--- config.mk ---
export PLATFORM = sky130hd
export DESIGN_NAME = insAligner
export DESIGN_NICKNAME = d
export VERILOG_FILES = /design/src/isaPkg.sv /design/src/fetchPkg.sv /design/src/byteQueue.sv /design/src/insLength.sv /design/src/insClassify.sv /design/src/insExtract.sv /design/src/insAligner.sv
export VERILOG_INCLUDE_DIRS = /design/src /design/src/src
export SDC_FILE = /design/constraint.sdc
export NUM_CORES = 1
export LEC_CHECK = 0
export BUFFER_PORTS_ARGS = -buffer_cell sky130_fd_sc_hd__clkbuf_2
export CORE_ASPECT_RATIO = 1.1
export CORE_MARGIN = 2
export CORE_UTILIZATION = 40
export DETAILED_ROUTE_END_ITERATION = 8
export GPL_ROUTABILITY_DRIVEN = 1
export PLACE_DENSITY = 0.57
export REMOVE_ABC_BUFFERS = 1
export SYNTH_ARGS = -nofsm -noshare
export SYNTH_HDL_FRONTEND = slang
export SYNTH_SLANG_ARGS = --single-unit
--- constraint.sdc ---
create_clock -name clk -period 11.15 [get_ports clk]
set_input_delay 1.115 -clock clk [delete_from_list [all_inputs] [get_ports clk]]
set_output_delay 1.115 -clock clk [all_outputs]
set_load 0.01 [all_outputs]
--- src/isaConsts.svh ---
// Aligner size constants
`ifndef ISA_CONSTS_SVH
`define ISA_CONSTS_SVH

// ==============================
// Queue and fetch sizes
// ==============================

// Byte capacity of the alignment queue
`define QUEUE_BYTES 16

// Bytes delivered by one fetch push
`define FETCH_BYTES 4

// ==============================
// Instruction sizes
// ==============================

// Longest instruction in bytes, also the width of the head window
`define MAX_INS_BYTES 8

// Bits needed for a byte count of 1 to 8
`define LEN_BITS 4

// Bits needed for a fill count of 0 to 16
`define FILL_BITS 5

`endif

--- src/isaPkg.sv ---
// Instruction set definitions
`include "isaConsts.svh"

package isaPkg;

  // ==============================
  // Opcode keys
  // ==============================

  // Each key is the 9-bit value {v, opcode} that the length decoder matches
  // The vector bit is zero in every key listed here

  // Breakpoint, the only two-byte opcode in the low page
  localparam logic [8:0] BRK   = 9'h000;

  // Long immediate forms carry a 32-bit constant and take seven bytes
  localparam logic [8:0] ADDIL = 9'h00C;
  localparam logic [8:0] ANDIL = 9'h00D;
  localparam logic [8:0] ORIL  = 9'h00E;
  localparam logic [8:0] XORIL = 9'h00F;

  // Group bases, the low nibble selects the condition or the access size
  localparam logic [8:0] BCC   = 9'h020;
  localparam logic [8:0] BCCL  = 9'h030;
  localparam logic [8:0] LD    = 9'h080;
  localparam logic [8:0] ST    = 9'h090;
  localparam logic [8:0] LDL   = 9'h0D0;
  localparam logic [8:0] STL   = 9'h0E0;

  // System page, all of these are two bytes long
  localparam logic [8:0] NOP   = 9'h0F0;
  localparam logic [8:0] RTS   = 9'h0F1;
  localparam logic [8:0] RTE   = 9'h0F2;
  localparam logic [8:0] SYNC  = 9'h0F3;
  localparam logic [8:0] WFI   = 9'h0F4;
  localparam logic [8:0] SEI   = 9'h0F5;

  // ==============================
  // Instruction word views
  // ==============================

  // Decode view shared by every format
  // Bit 8 is the vector bit when the instruction has a second byte
  typedef struct packed {
    logic [`MAX_INS_BYTES*8-10:0] rest;
    logic                         v;
    logic [7:0]                   opcode;
  } AnyView;

  // Register format view
  // The destination field overlaps the vector bit position
  typedef struct packed {
    logic [`MAX_INS_BYTES*8-27:0] rest;
    logic [5:0]                   rb;
    logic [5:0]                   ra;
    logic [5:0]                   rd;
    logic [7:0]                   opcode;
  } RegView;

  // First eight instruction bytes with byte 0 in the lowest bits
  typedef union packed {
    AnyView any;
    RegView regs;
  } Instruction;

endpackage

--- src/fetchPkg.sv ---
// Fetch path types

package fetchPkg;

  // ==============================
  // Instruction classes
  // ==============================

  // Coarse class attached to each aligned instruction
  // Later stages use it to steer the instruction to a unit
  typedef enum logic [1:0] {
    // Integer and logic operations, the default for unlisted opcodes
    ALU    = 2'd0,
    // Short and long branches
    BRANCH = 2'd1,
    // Loads and stores of every size
    MEMORY = 2'd2,
    // Breakpoint and the system page
    SYSTEM = 2'd3
  } InsClass;

endpackage

--- src/byteQueue.sv ---
// Code byte queue
`timescale 1ns/1ps
`include "isaConsts.svh"

module byteQueue (
  input  logic                        clk,
  input  logic                        rstN,
  input  logic                        flush,
  input  logic                        fetchValid,
  input  logic [`FETCH_BYTES*8-1:0]   fetchBytes,
  output logic                        fetchReady,
  input  logic [`LEN_BITS-1:0]        popCount,
  output logic [`MAX_INS_BYTES*8-1:0] headBytes,
  output logic [`FILL_BITS-1:0]       fillCount
);

  // Byte 0 of the array is always the oldest byte in the queue
  logic [7:0]            mem     [`QUEUE_BYTES];
  logic [7:0]            memNext [`QUEUE_BYTES];
  logic [`FILL_BITS-1:0] fill;
  logic [`FILL_BITS-1:0] remain;
  logic                  push;

  assign fillCount = fill;

  // Room for a whole fetch word is required before a push is taken
  assign fetchReady = fill <= (`QUEUE_BYTES - `FETCH_BYTES);
  assign push       = fetchValid && fetchReady;

  // Bytes still held after this cycle's pop
  assign remain = fill - {1'b0, popCount};

  // ==============================
  // Head window
  // ==============================

  // Empty slots read as zero so the decoders see a clean window
  always_comb begin
    for (int i = 0; i < `MAX_INS_BYTES; i++) begin
      headBytes[i*8 +: 8] = (i < fill) ? mem[i] : 8'h00;
    end
  end

  // ==============================
  // Shift and append
  // ==============================

  always_comb begin
    for (int i = 0; i < `QUEUE_BYTES; i++) begin
      // The pop moves every surviving byte down by popCount places
      if (i + popCount < `QUEUE_BYTES) begin
        memNext[i] = mem[i + popCount];
      end else begin
        memNext[i] = 8'h00;
      end
      // The new word lands right behind the surviving bytes
      if (push && i >= remain && i < remain + `FETCH_BYTES) begin
        memNext[i] = fetchBytes[(i - remain)*8 +: 8];
      end
    end
  end

  always_ff @(posedge clk) begin
    for (int i = 0; i < `QUEUE_BYTES; i++) begin
      mem[i] <= memNext[i];
    end
  end

  // Flush drops the contents and any push offered in the same cycle
  always_ff @(posedge clk or negedge rstN) begin
    if (!rstN) begin
      fill <= '0;
    end else if (flush) begin
      fill <= '0;
    end else begin
      fill <= remain + (push ? `FILL_BITS'(`FETCH_BYTES) : '0);
    end
  end

  // The extractor never asks for more bytes than the queue holds
  assert property (@(posedge clk) disable iff (!rstN) popCount <= fillCount);

  // The fill never runs past the end of the array
  assert property (@(posedge clk) disable iff (!rstN) fill <= `QUEUE_BYTES);

endmodule

--- src/insLength.sv ---
// Instruction length decoder
`timescale 1ns/1ps

module insLength (
  input  isaPkg::Instruction ir,
  output logic [3:0]         len
);

  // ==============================
  // Length table
  // ==============================

  // The key is the vector bit joined to the opcode
  // Items are matched in order, so the specific opcodes sit above the
  // wildcard pages that would otherwise cover them
  always_comb begin
    casez ({ir.any.v, ir.any.opcode})
      // Breakpoint carries a one-byte cause code
      isaPkg::BRK: begin
        len = 4'd2;
      end
      // Long immediates take a full 32-bit constant
      isaPkg::ADDIL,
      isaPkg::ANDIL,
      isaPkg::ORIL,
      isaPkg::XORIL: begin
        len = 4'd7;
      end
      // Register and short immediate ALU forms in the low two pages
      9'h00?,
      9'h01?: begin
        len = 4'd4;
      end
      // Branches with a short displacement
      9'h02?: begin
        len = 4'd5;
      end
      // Long branches
      9'h03?: begin
        len = 4'd7;
      end
      // Scalar loads and stores
      9'h08?,
      9'h09?: begin
        len = 4'd4;
      end
      // Vector loads and stores need an extra mask field
      9'h18?,
      9'h19?: begin
        len = 4'd6;
      end
      // Loads and stores with a long displacement
      9'h0D?,
      9'h0E?: begin
        len = 4'd7;
      end
      // System page
      isaPkg::NOP,
      isaPkg::RTS,
      isaPkg::RTE,
      isaPkg::SYNC,
      isaPkg::WFI,
      isaPkg::SEI: begin
        len = 4'd2;
      end
      // Everything else is a single byte, including any unlisted opcode
      // that happens to see a set bit 8 from the byte behind it
      default: begin
        len = 4'd1;
      end
    endcase
  end

endmodule

--- src/insClassify.sv ---
// Instruction class decoder
`timescale 1ns/1ps

module insClassify (
  input  isaPkg::Instruction ir,
  output fetchPkg::InsClass  insClass,
  output logic               vector
);

  // ==============================
  // Class table
  // ==============================

  // Only the opcode byte matters here, the vector bit plays no part
  always_comb begin
    if (ir.any.opcode == isaPkg::BRK[7:0]) begin
      // Breakpoint shares the system class with the F page
      insClass = fetchPkg::SYSTEM;
    end else begin
      case (ir.any.opcode[7:4])
        isaPkg::BCC[7:4],
        isaPkg::BCCL[7:4]: begin
          insClass = fetchPkg::BRANCH;
        end
        isaPkg::LD[7:4],
        isaPkg::ST[7:4],
        isaPkg::LDL[7:4],
        isaPkg::STL[7:4]: begin
          insClass = fetchPkg::MEMORY;
        end
        isaPkg::NOP[7:4]: begin
          insClass = fetchPkg::SYSTEM;
        end
        default: begin
          insClass = fetchPkg::ALU;
        end
      endcase
    end
  end

  // Raw bit 8 of the window
  // It is only meaningful once the length shows a second byte exists
  assign vector = ir.any.v;

endmodule

--- src/insExtract.sv ---
// Instruction extractor
`timescale 1ns/1ps
`include "isaConsts.svh"

module insExtract (
  input  logic                        clk,
  input  logic                        rstN,
  input  logic                        stall,
  input  logic                        flush,
  input  logic [`MAX_INS_BYTES*8-1:0] headBytes,
  input  logic [`FILL_BITS-1:0]       fillCount,
  input  logic [`LEN_BITS-1:0]        len,
  input  fetchPkg::InsClass           insClass,
  input  logic                        vector,
  output logic [`LEN_BITS-1:0]        popCount,
  output logic                        insValid,
  output logic [`MAX_INS_BYTES*8-1:0] insWord,
  output logic [`LEN_BITS-1:0]        insLength,
  output fetchPkg::InsClass           insClassOut,
  output logic                        insVector
);

  logic                        emit;
  logic [`MAX_INS_BYTES*8-1:0] maskedWord;

  // ==============================
  // Emit decision
  // ==============================

  // The head instruction leaves once every one of its bytes has arrived
  assign emit     = !stall && !flush && (fillCount >= {1'b0, len});
  assign popCount = emit ? len : '0;

  // Bytes past the decoded length belong to the next instruction
  always_comb begin
    for (int i = 0; i < `MAX_INS_BYTES; i++) begin
      maskedWord[i*8 +: 8] = (i < len) ? headBytes[i*8 +: 8] : 8'h00;
    end
  end

  // ==============================
  // Output stage
  // ==============================

  always_ff @(posedge clk or negedge rstN) begin
    if (!rstN) begin
      insValid <= 1'b0;
    end else begin
      insValid <= emit;
    end
  end

  // Attributes are only loaded with a real instruction
  always_ff @(posedge clk) begin
    if (emit) begin
      insWord     <= maskedWord;
      insLength   <= len;
      insClassOut <= insClass;
      // A one-byte instruction has no bit 8 of its own
      insVector   <= vector && (len > 4'd1);
    end
  end

  // Every registered instruction has a length the decoder can produce
  assert property (@(posedge clk) disable iff (!rstN)
    insValid |-> insLength inside {[4'd1:4'd8]});

  // A stalled cycle pops nothing, so the oldest byte stays at the head
  assert property (@(posedge clk) disable iff (!rstN)
    stall && !flush && fillCount != '0 |=> headBytes[7:0] == $past(headBytes[7:0]));

endmodule

--- src/insAligner.sv ---
// Instruction aligner top level
`timescale 1ns/1ps
`include "isaConsts.svh"

module insAligner (
  input  logic                        clk,
  input  logic                        rstN,
  input  logic                        flush,
  input  logic                        stall,
  input  logic                        fetchValid,
  input  logic [`FETCH_BYTES*8-1:0]   fetchBytes,
  output logic                        fetchReady,
  output logic                        insValid,
  output logic [`MAX_INS_BYTES*8-1:0] insWord,
  output logic [`LEN_BITS-1:0]        insLength,
  output fetchPkg::InsClass           insClass,
  output logic                        insVector
);

  logic [`MAX_INS_BYTES*8-1:0] headBytes;
  logic [`FILL_BITS-1:0]       fillCount;
  logic [`LEN_BITS-1:0]        popCount;
  logic [`LEN_BITS-1:0]        headLen;
  fetchPkg::InsClass           headClass;
  logic                        headVector;

  // ==============================
  // Queue and decoders
  // ==============================

  byteQueue uQueue (
    .clk        (clk),
    .rstN       (rstN),
    .flush      (flush),
    .fetchValid (fetchValid),
    .fetchBytes (fetchBytes),
    .fetchReady (fetchReady),
    .popCount   (popCount),
    .headBytes  (headBytes),
    .fillCount  (fillCount)
  );

  // Both decoders look at the same head window in parallel
  insLength uLength (
    .ir  (headBytes),
    .len (headLen)
  );

  insClassify uClassify (
    .ir       (headBytes),
    .insClass (headClass),
    .vector   (headVector)
  );

  // ==============================
  // Extractor
  // ==============================

  insExtract uExtract (
    .clk         (clk),
    .rstN        (rstN),
    .stall       (stall),
    .flush       (flush),
    .headBytes   (headBytes),
    .fillCount   (fillCount),
    .len         (headLen),
    .insClass    (headClass),
    .vector      (headVector),
    .popCount    (popCount),
    .insValid    (insValid),
    .insWord     (insWord),
    .insLength   (insLength),
    .insClassOut (insClass),
    .insVector   (insVector)
  );

endmodule

* Word-level counts from Yosys, hierarchy flattened *
Memories as Yosys holds them, arrays and structs flattened. A register that Yosys moved wholly into a read port is not among the register bits.
Cells that the tools add are included.
Widths: inputs -> output; s select.

cells by class
  reduce and logical (&&, ||, !) cells = 61
  multiplexer cells = 40
  divide/modulo/power cells = 0
  shifts and indexed selects = 16
  $add $sub $neg = 34
  equal/unequal tests = 26
  $mul = 0
  $lt $le $gt $ge = 67
  bitwise operators = 0

operators with widths
  kind                 number
  $shiftx 32x33->8     16
  $lt 32x5->1 const B  15
  $mux 8               33
  $lt 4x32->1 const A  8
  $lt 3x32->1 const A  4
  $lt 1x32->1 const A  2
  $lt 2x32->1 const A  2
  $eq 9x8->1 const B   6
  $sub 4x5->6 const A  8
  $add 4x4->5 const A  8
  $ge 4x5->1 const A   8
  $eq 9x4->1 const B   4
  $logic_and 1x1->1    36
  $sub 3x5->6 const A  4
  $add 3x4->5 const A  4
  $eq 4x4->1 const B   5
  $eq 5x4->1 const B   4
  $ge 3x5->1 const A   4
  $lt 3x5->1 const A   4
  $lt 3x4->1 const A   4
  $pmux 3 s5           1
  $reduce_and 2->1     7
  $reduce_or 4->1      3
  $sub 1x5->6 const A  2
  other kinds (33)     52

word-level totals
  bits in writable memories = 128
  output and inout bits = 73
  memory bits (read-only) = 0
  flip-flop bits (word level) = 29
  memories = 1
  latch bits = 0
  logic and storage cells = 253

memory list
  name        depth  bits a word  read ports  clocked after Yosys merged registers in  write ports  RTL line         source
  uQueue.mem  16     8            24          6                                        16           byteQueue.sv:18  logic [7:0] mem [`QUEUE_BYTES];

* Logic depth before layout (Yosys ltp) *
  word-level depth = 14
  mapped depth = 32
  mapped depth without buffers = 23

* Hierarchy *
Synthesis repeated with hierarchy kept, for this count alone.

unflattened totals
  cells, all modules = 1927
  area, all modules = 17311.6 um^2

by module, submodules not included
  module       times used  area an instance (um^2)  cells each
  byteQueue    1           14228.6                  1719
  insExtract   1           2825.2                   172
  insLength    1           190.2                    26
  insClassify  1           67.6                     10

* Least setup slack after synthesis *
OpenSTA, ideal clock, no wires.

  kind = register to register
  start = register uQueue.fill[3] (netlist: uQueue.fillCount[3])
  end = memory uQueue.mem[8][0]
  cell stages (with the launch flop) = 31
  slack = 3749 ps
  path buffers = 9
  data arrival time = 7329 ps
  cell sequence = dfrtp_1 buf_6 or3_4 or3_4 a21boi_1 o21ai_1 ha_1 nor4_1 nor3_1 nand2_1 inv_1 o21ai_2 buf_6 inv_4 buf_6 buf_6 buf_2 ha_1 inv_1 fa_1 clkbuf_1 inv_1 clkbuf_1 clkbuf_1 ha_1 nor2_1 o21ai_0 a21oi_1 and2_1 clkbuf_1 o2bb2ai_1

RTL lines
  item                    RTL line         source
  from (decl)             byteQueue.sv:20  logic [`FILL_BITS-1:0] fill;
  from (signal assigned)  byteQueue.sv:76  fill <= remain + (push ? `FILL_BITS'(`FETCH_BYTES) : '0);
  to (decl)               byteQueue.sv:18

==> summary.txt <==
Routing
  • DR vias: 14598
  • Avg WL per Cell: 30.5 um
  • Drt pass-1 iters: 6
  • DR vias/cell: 6.72
  • Routed Wire Length: 66300 um
  • Iteration-0 DRC Markers: 2122
  • Drt drc: 0
  • ANT nets after route: 0

Synth
  • Netlist cell types: 84
  • Mean post-synth cell area: 9.69 um2
  • Synth cell count leaders: 234 x mux2i_1, 207 x nand2_1, 126 x edfxtp_1
  • Largest cells by area after synthesis: edfxtp_1 24%, mux2i_1 15%, mux4_2 9.4%, dfxtp_1 8.1%, nand2_1 4.9%
  • Cell accounting for the most synthesized area: edfxtp_1
  • Synth Warn #: 0
  • Ys async rst share: 3.06%
  • Number of synthesized flops with an enable pin: 126
  • Mapped cell area: 0.0158 mm2
  • Synth top area share: 24.0%
  • Most common cell in the netlist: mux2i_1
  • Seq/Total Area, Yosys: 33.1%
  • Primary FF master, synth: edfxtp_1
  • Cells after Synth: 1626
  • Yosys reg bits: 196

Die
  • Width of the chip: 193 um
  • IO Pins: 110
  • Initial Utilization: 40.4%
  • Row count: 76
  • Core region area: 0.0390 mm2
  • Die height: 212 um
  • Die area: 0.0410 mm2

Critical path
  • Cell family with most CP delay: simple AND/OR/NAND/NOR gates
  • Worst EP required: 11.25 ns
  • Buf/Inv on CP: 5
  • Data arrival time of the worst path: 7.73 ns
  • CP dominant cell by count: nand2_1
  • Crit-path max cell delay: 0.83 ns
  • Startpoint types: flop
  • Critical Path Fanout Max: 48
  • CP Capture Type: flop
  • CP max-delay cell: nor2_1
  • CP Class: flop to flop
  • CP cell instances: or3_4, or3_4, a21boi_1, o21ai_1, ha_1, nor4_1, nor3_1, nand2_1, inv_2, o21ai_4, inv_4, ha_2, inv_1, fa_1, buf_4, inv_1, nand2_1, nor2_1, nor2_1, nand2_1

Timing
  • Max-slew headroom: 12.5%
  • Period minus WS final: 7.63 ns
  • Worst-Margin Slew: 1.30 ns
  • Period Utilization, post-route: 68.4%
  • F_max: 131 MHz
  • Unrepaired setup endpoints after global routing: false
  • Final Hold Fails: 0
  • Worst Skew: 0.0146 ns
  • Setup violations, final: 0
  • Final Slew Violations: 0

Clock tree
  • Longest Clk Path Bufs: 2
  • Clock transition at path regs: 0.08 ns
  • Setup repair bufs after CTS: 0
  • Root Driver: clkbuf_16
  • CTS tree: built
  • Inserted Clock Buffers: 17
  • Clk sink count: 196
  • Resize count post-CTS: 0
  • Cts hold-fix bufs: 0
  • Clk_lat worst skew: 0.47 ns
  • H-tree lvl count: 4

Place
  • Placed cells: 2141
  • I/O Buffers: 100
  • Routability cong.: 1.04
  • DP Wirelength: 50700 um

Cells and area
  • Area growth syn-to-layout: 8.53%
  • Post-Layout Cell Count: 2173
  • Fillers: 3843
  • Share of cells above drive strength 1: 16.3%
  • Final #Nets: 1715
  • ANT cells: 0

GRT
  • Total gr overflow: 0
  • Total GRT Usage: 31.8%
  • Pin count of the biggest net entering global routing: 69
  • Initial antenna violation count: 0
  • Global-route wire length before repair: 95700 um
  • Vias in the first global route: 13361

Run
  • Max-Cap Viols: 0

Worst hold path
  • Hold Crit Class: input pin to asynchronous set/reset pin

Status
  • Run status: complete, no violations
==> stage by stage <==
step | worst slack, ns | TNS (ns) | instance area (um2) | hold slack, ns | util (%)
after global routing | 3.27 | 0 | 17100 | 0.453 | 43.9
after CTS | 3.70 | 0 | 17100 | 0.444 | 43.9
final | 3.52 | 0 | 17100 | 0.448 | 43.9
after floorplan | -1.42 | -59.00 | 15100 | 0.549 | -
after global placement | 3.79 | 0 | 16600 | 0.601 | 42.5
after detailed placement | 3.74 | 0 | 16600 | 0.613 | 42.5
==> metal layers <==
layer	routed length, um	part of all wire, %	global-route usage, %
met5	0	0	0
met4	2390	3.6	11.8
met3	8220	12	8.25
met2	27800	42	46.7
met1	27900	42	45.0
==> logic make-up (layout without fill, tap and decap cells) <==
kind of cell	count (synthesis)	count (layout)	synth area share, %
xor gates and xnor gates	8	8	0.445
and+or+nand+nor	485	485	14.2
adders and majority gates	25	25	2.03
AOI/OAI and AO/OA	430	430	19.6
other	1	9	0.0238
buffers and inverters	163	195	4.98
DFF	196	196	33.1
muxes	318	318	25.7
==> layout by cell type (no fill, tap or decap), types with 29 or more instances in the layout <==
| cell type | Yosys | routed |
|---|---|---|
| a211oi_1 | 36 | 35 |
| dfxtp_1 | 64 | 64 |
| edfxtp_1 | 126 | 126 |
| a21oi_1 | 59 | 59 |
| nand2_1 | 207 | 207 |
| mux4_2 | 66 | 66 |
| nor2_1 | 117 | 116 |
| mux2i_1 | 234 | 234 |
| a22oi_1 | 29 | 29 |
| a31oi_1 | 30 | 30 |
| and2_1 | 64 | 64 |
| o211ai_1 | 35 | 35 |
| clkbuf_2 | 0 | 100 |
| o21ai_0 | 43 | 43 |
| buf_4 | 18 | 37 |
==> sequential cells by signal (all words and copies together), names as in the netlist <==
| signal | count |
|---|---|
| uQueue.mem | 128 |
| uExtract.insWord | 56 |
| uQueue.fillCount | 5 |
| uExtract.insLength | 3 |
| uExtract.insClassOut | 2 |
| uExtract.insValid | 1 |
| uExtract.insVector | 1 |
==> final timing paths <==
kind	from	to	slack (ns)	cells after the start
setup / recovery	uQueue.fillCount[4]$_DFF_PN0_	uQueue.mem[1][3]$_DFFE_PP_	3.52	20
hold / removal	rstN	uQueue.fillCount[4]$_DFF_PN0_	0.45	1
setup reg to reg	uQueue.fillCount[4]$_DFF_PN0_	uQueue.mem[1][3]$_DFFE_PP_	3.52	20
hold reg to reg	uQueue.mem[1][3]$_DFFE_PP_	uExtract.insWord[11]$_SDFFCE_PN0N_	0.63	1
max in group asynchronous	rstN	uQueue.fillCount[2]$_DFF_PN0_	10.55	1
min in group clk	uQueue.mem[1][3]$_DFFE_PP_	uExtract.insWord[11]$_SDFFCE_PN0N_	0.63	1
==> cell type report <==
cell class / instances / area [um2] / share of cell area [%]
clock buffer: 20 / 437 / 2.55
multi-input combinational: 1275 / 9840 / 57.5
clock inverter: 12 / 97.6 / 0.571
timing repair buffer: 137 / 778 / 4.55
sequential: 196 / 5220 / 30.5
inverter: 26 / 100 / 0.585
tap: 507 / 634 / 3.71
Power is not shown: default switching activity piles up to over one toggle a cycle in this logic, so the estimate is an artifact.
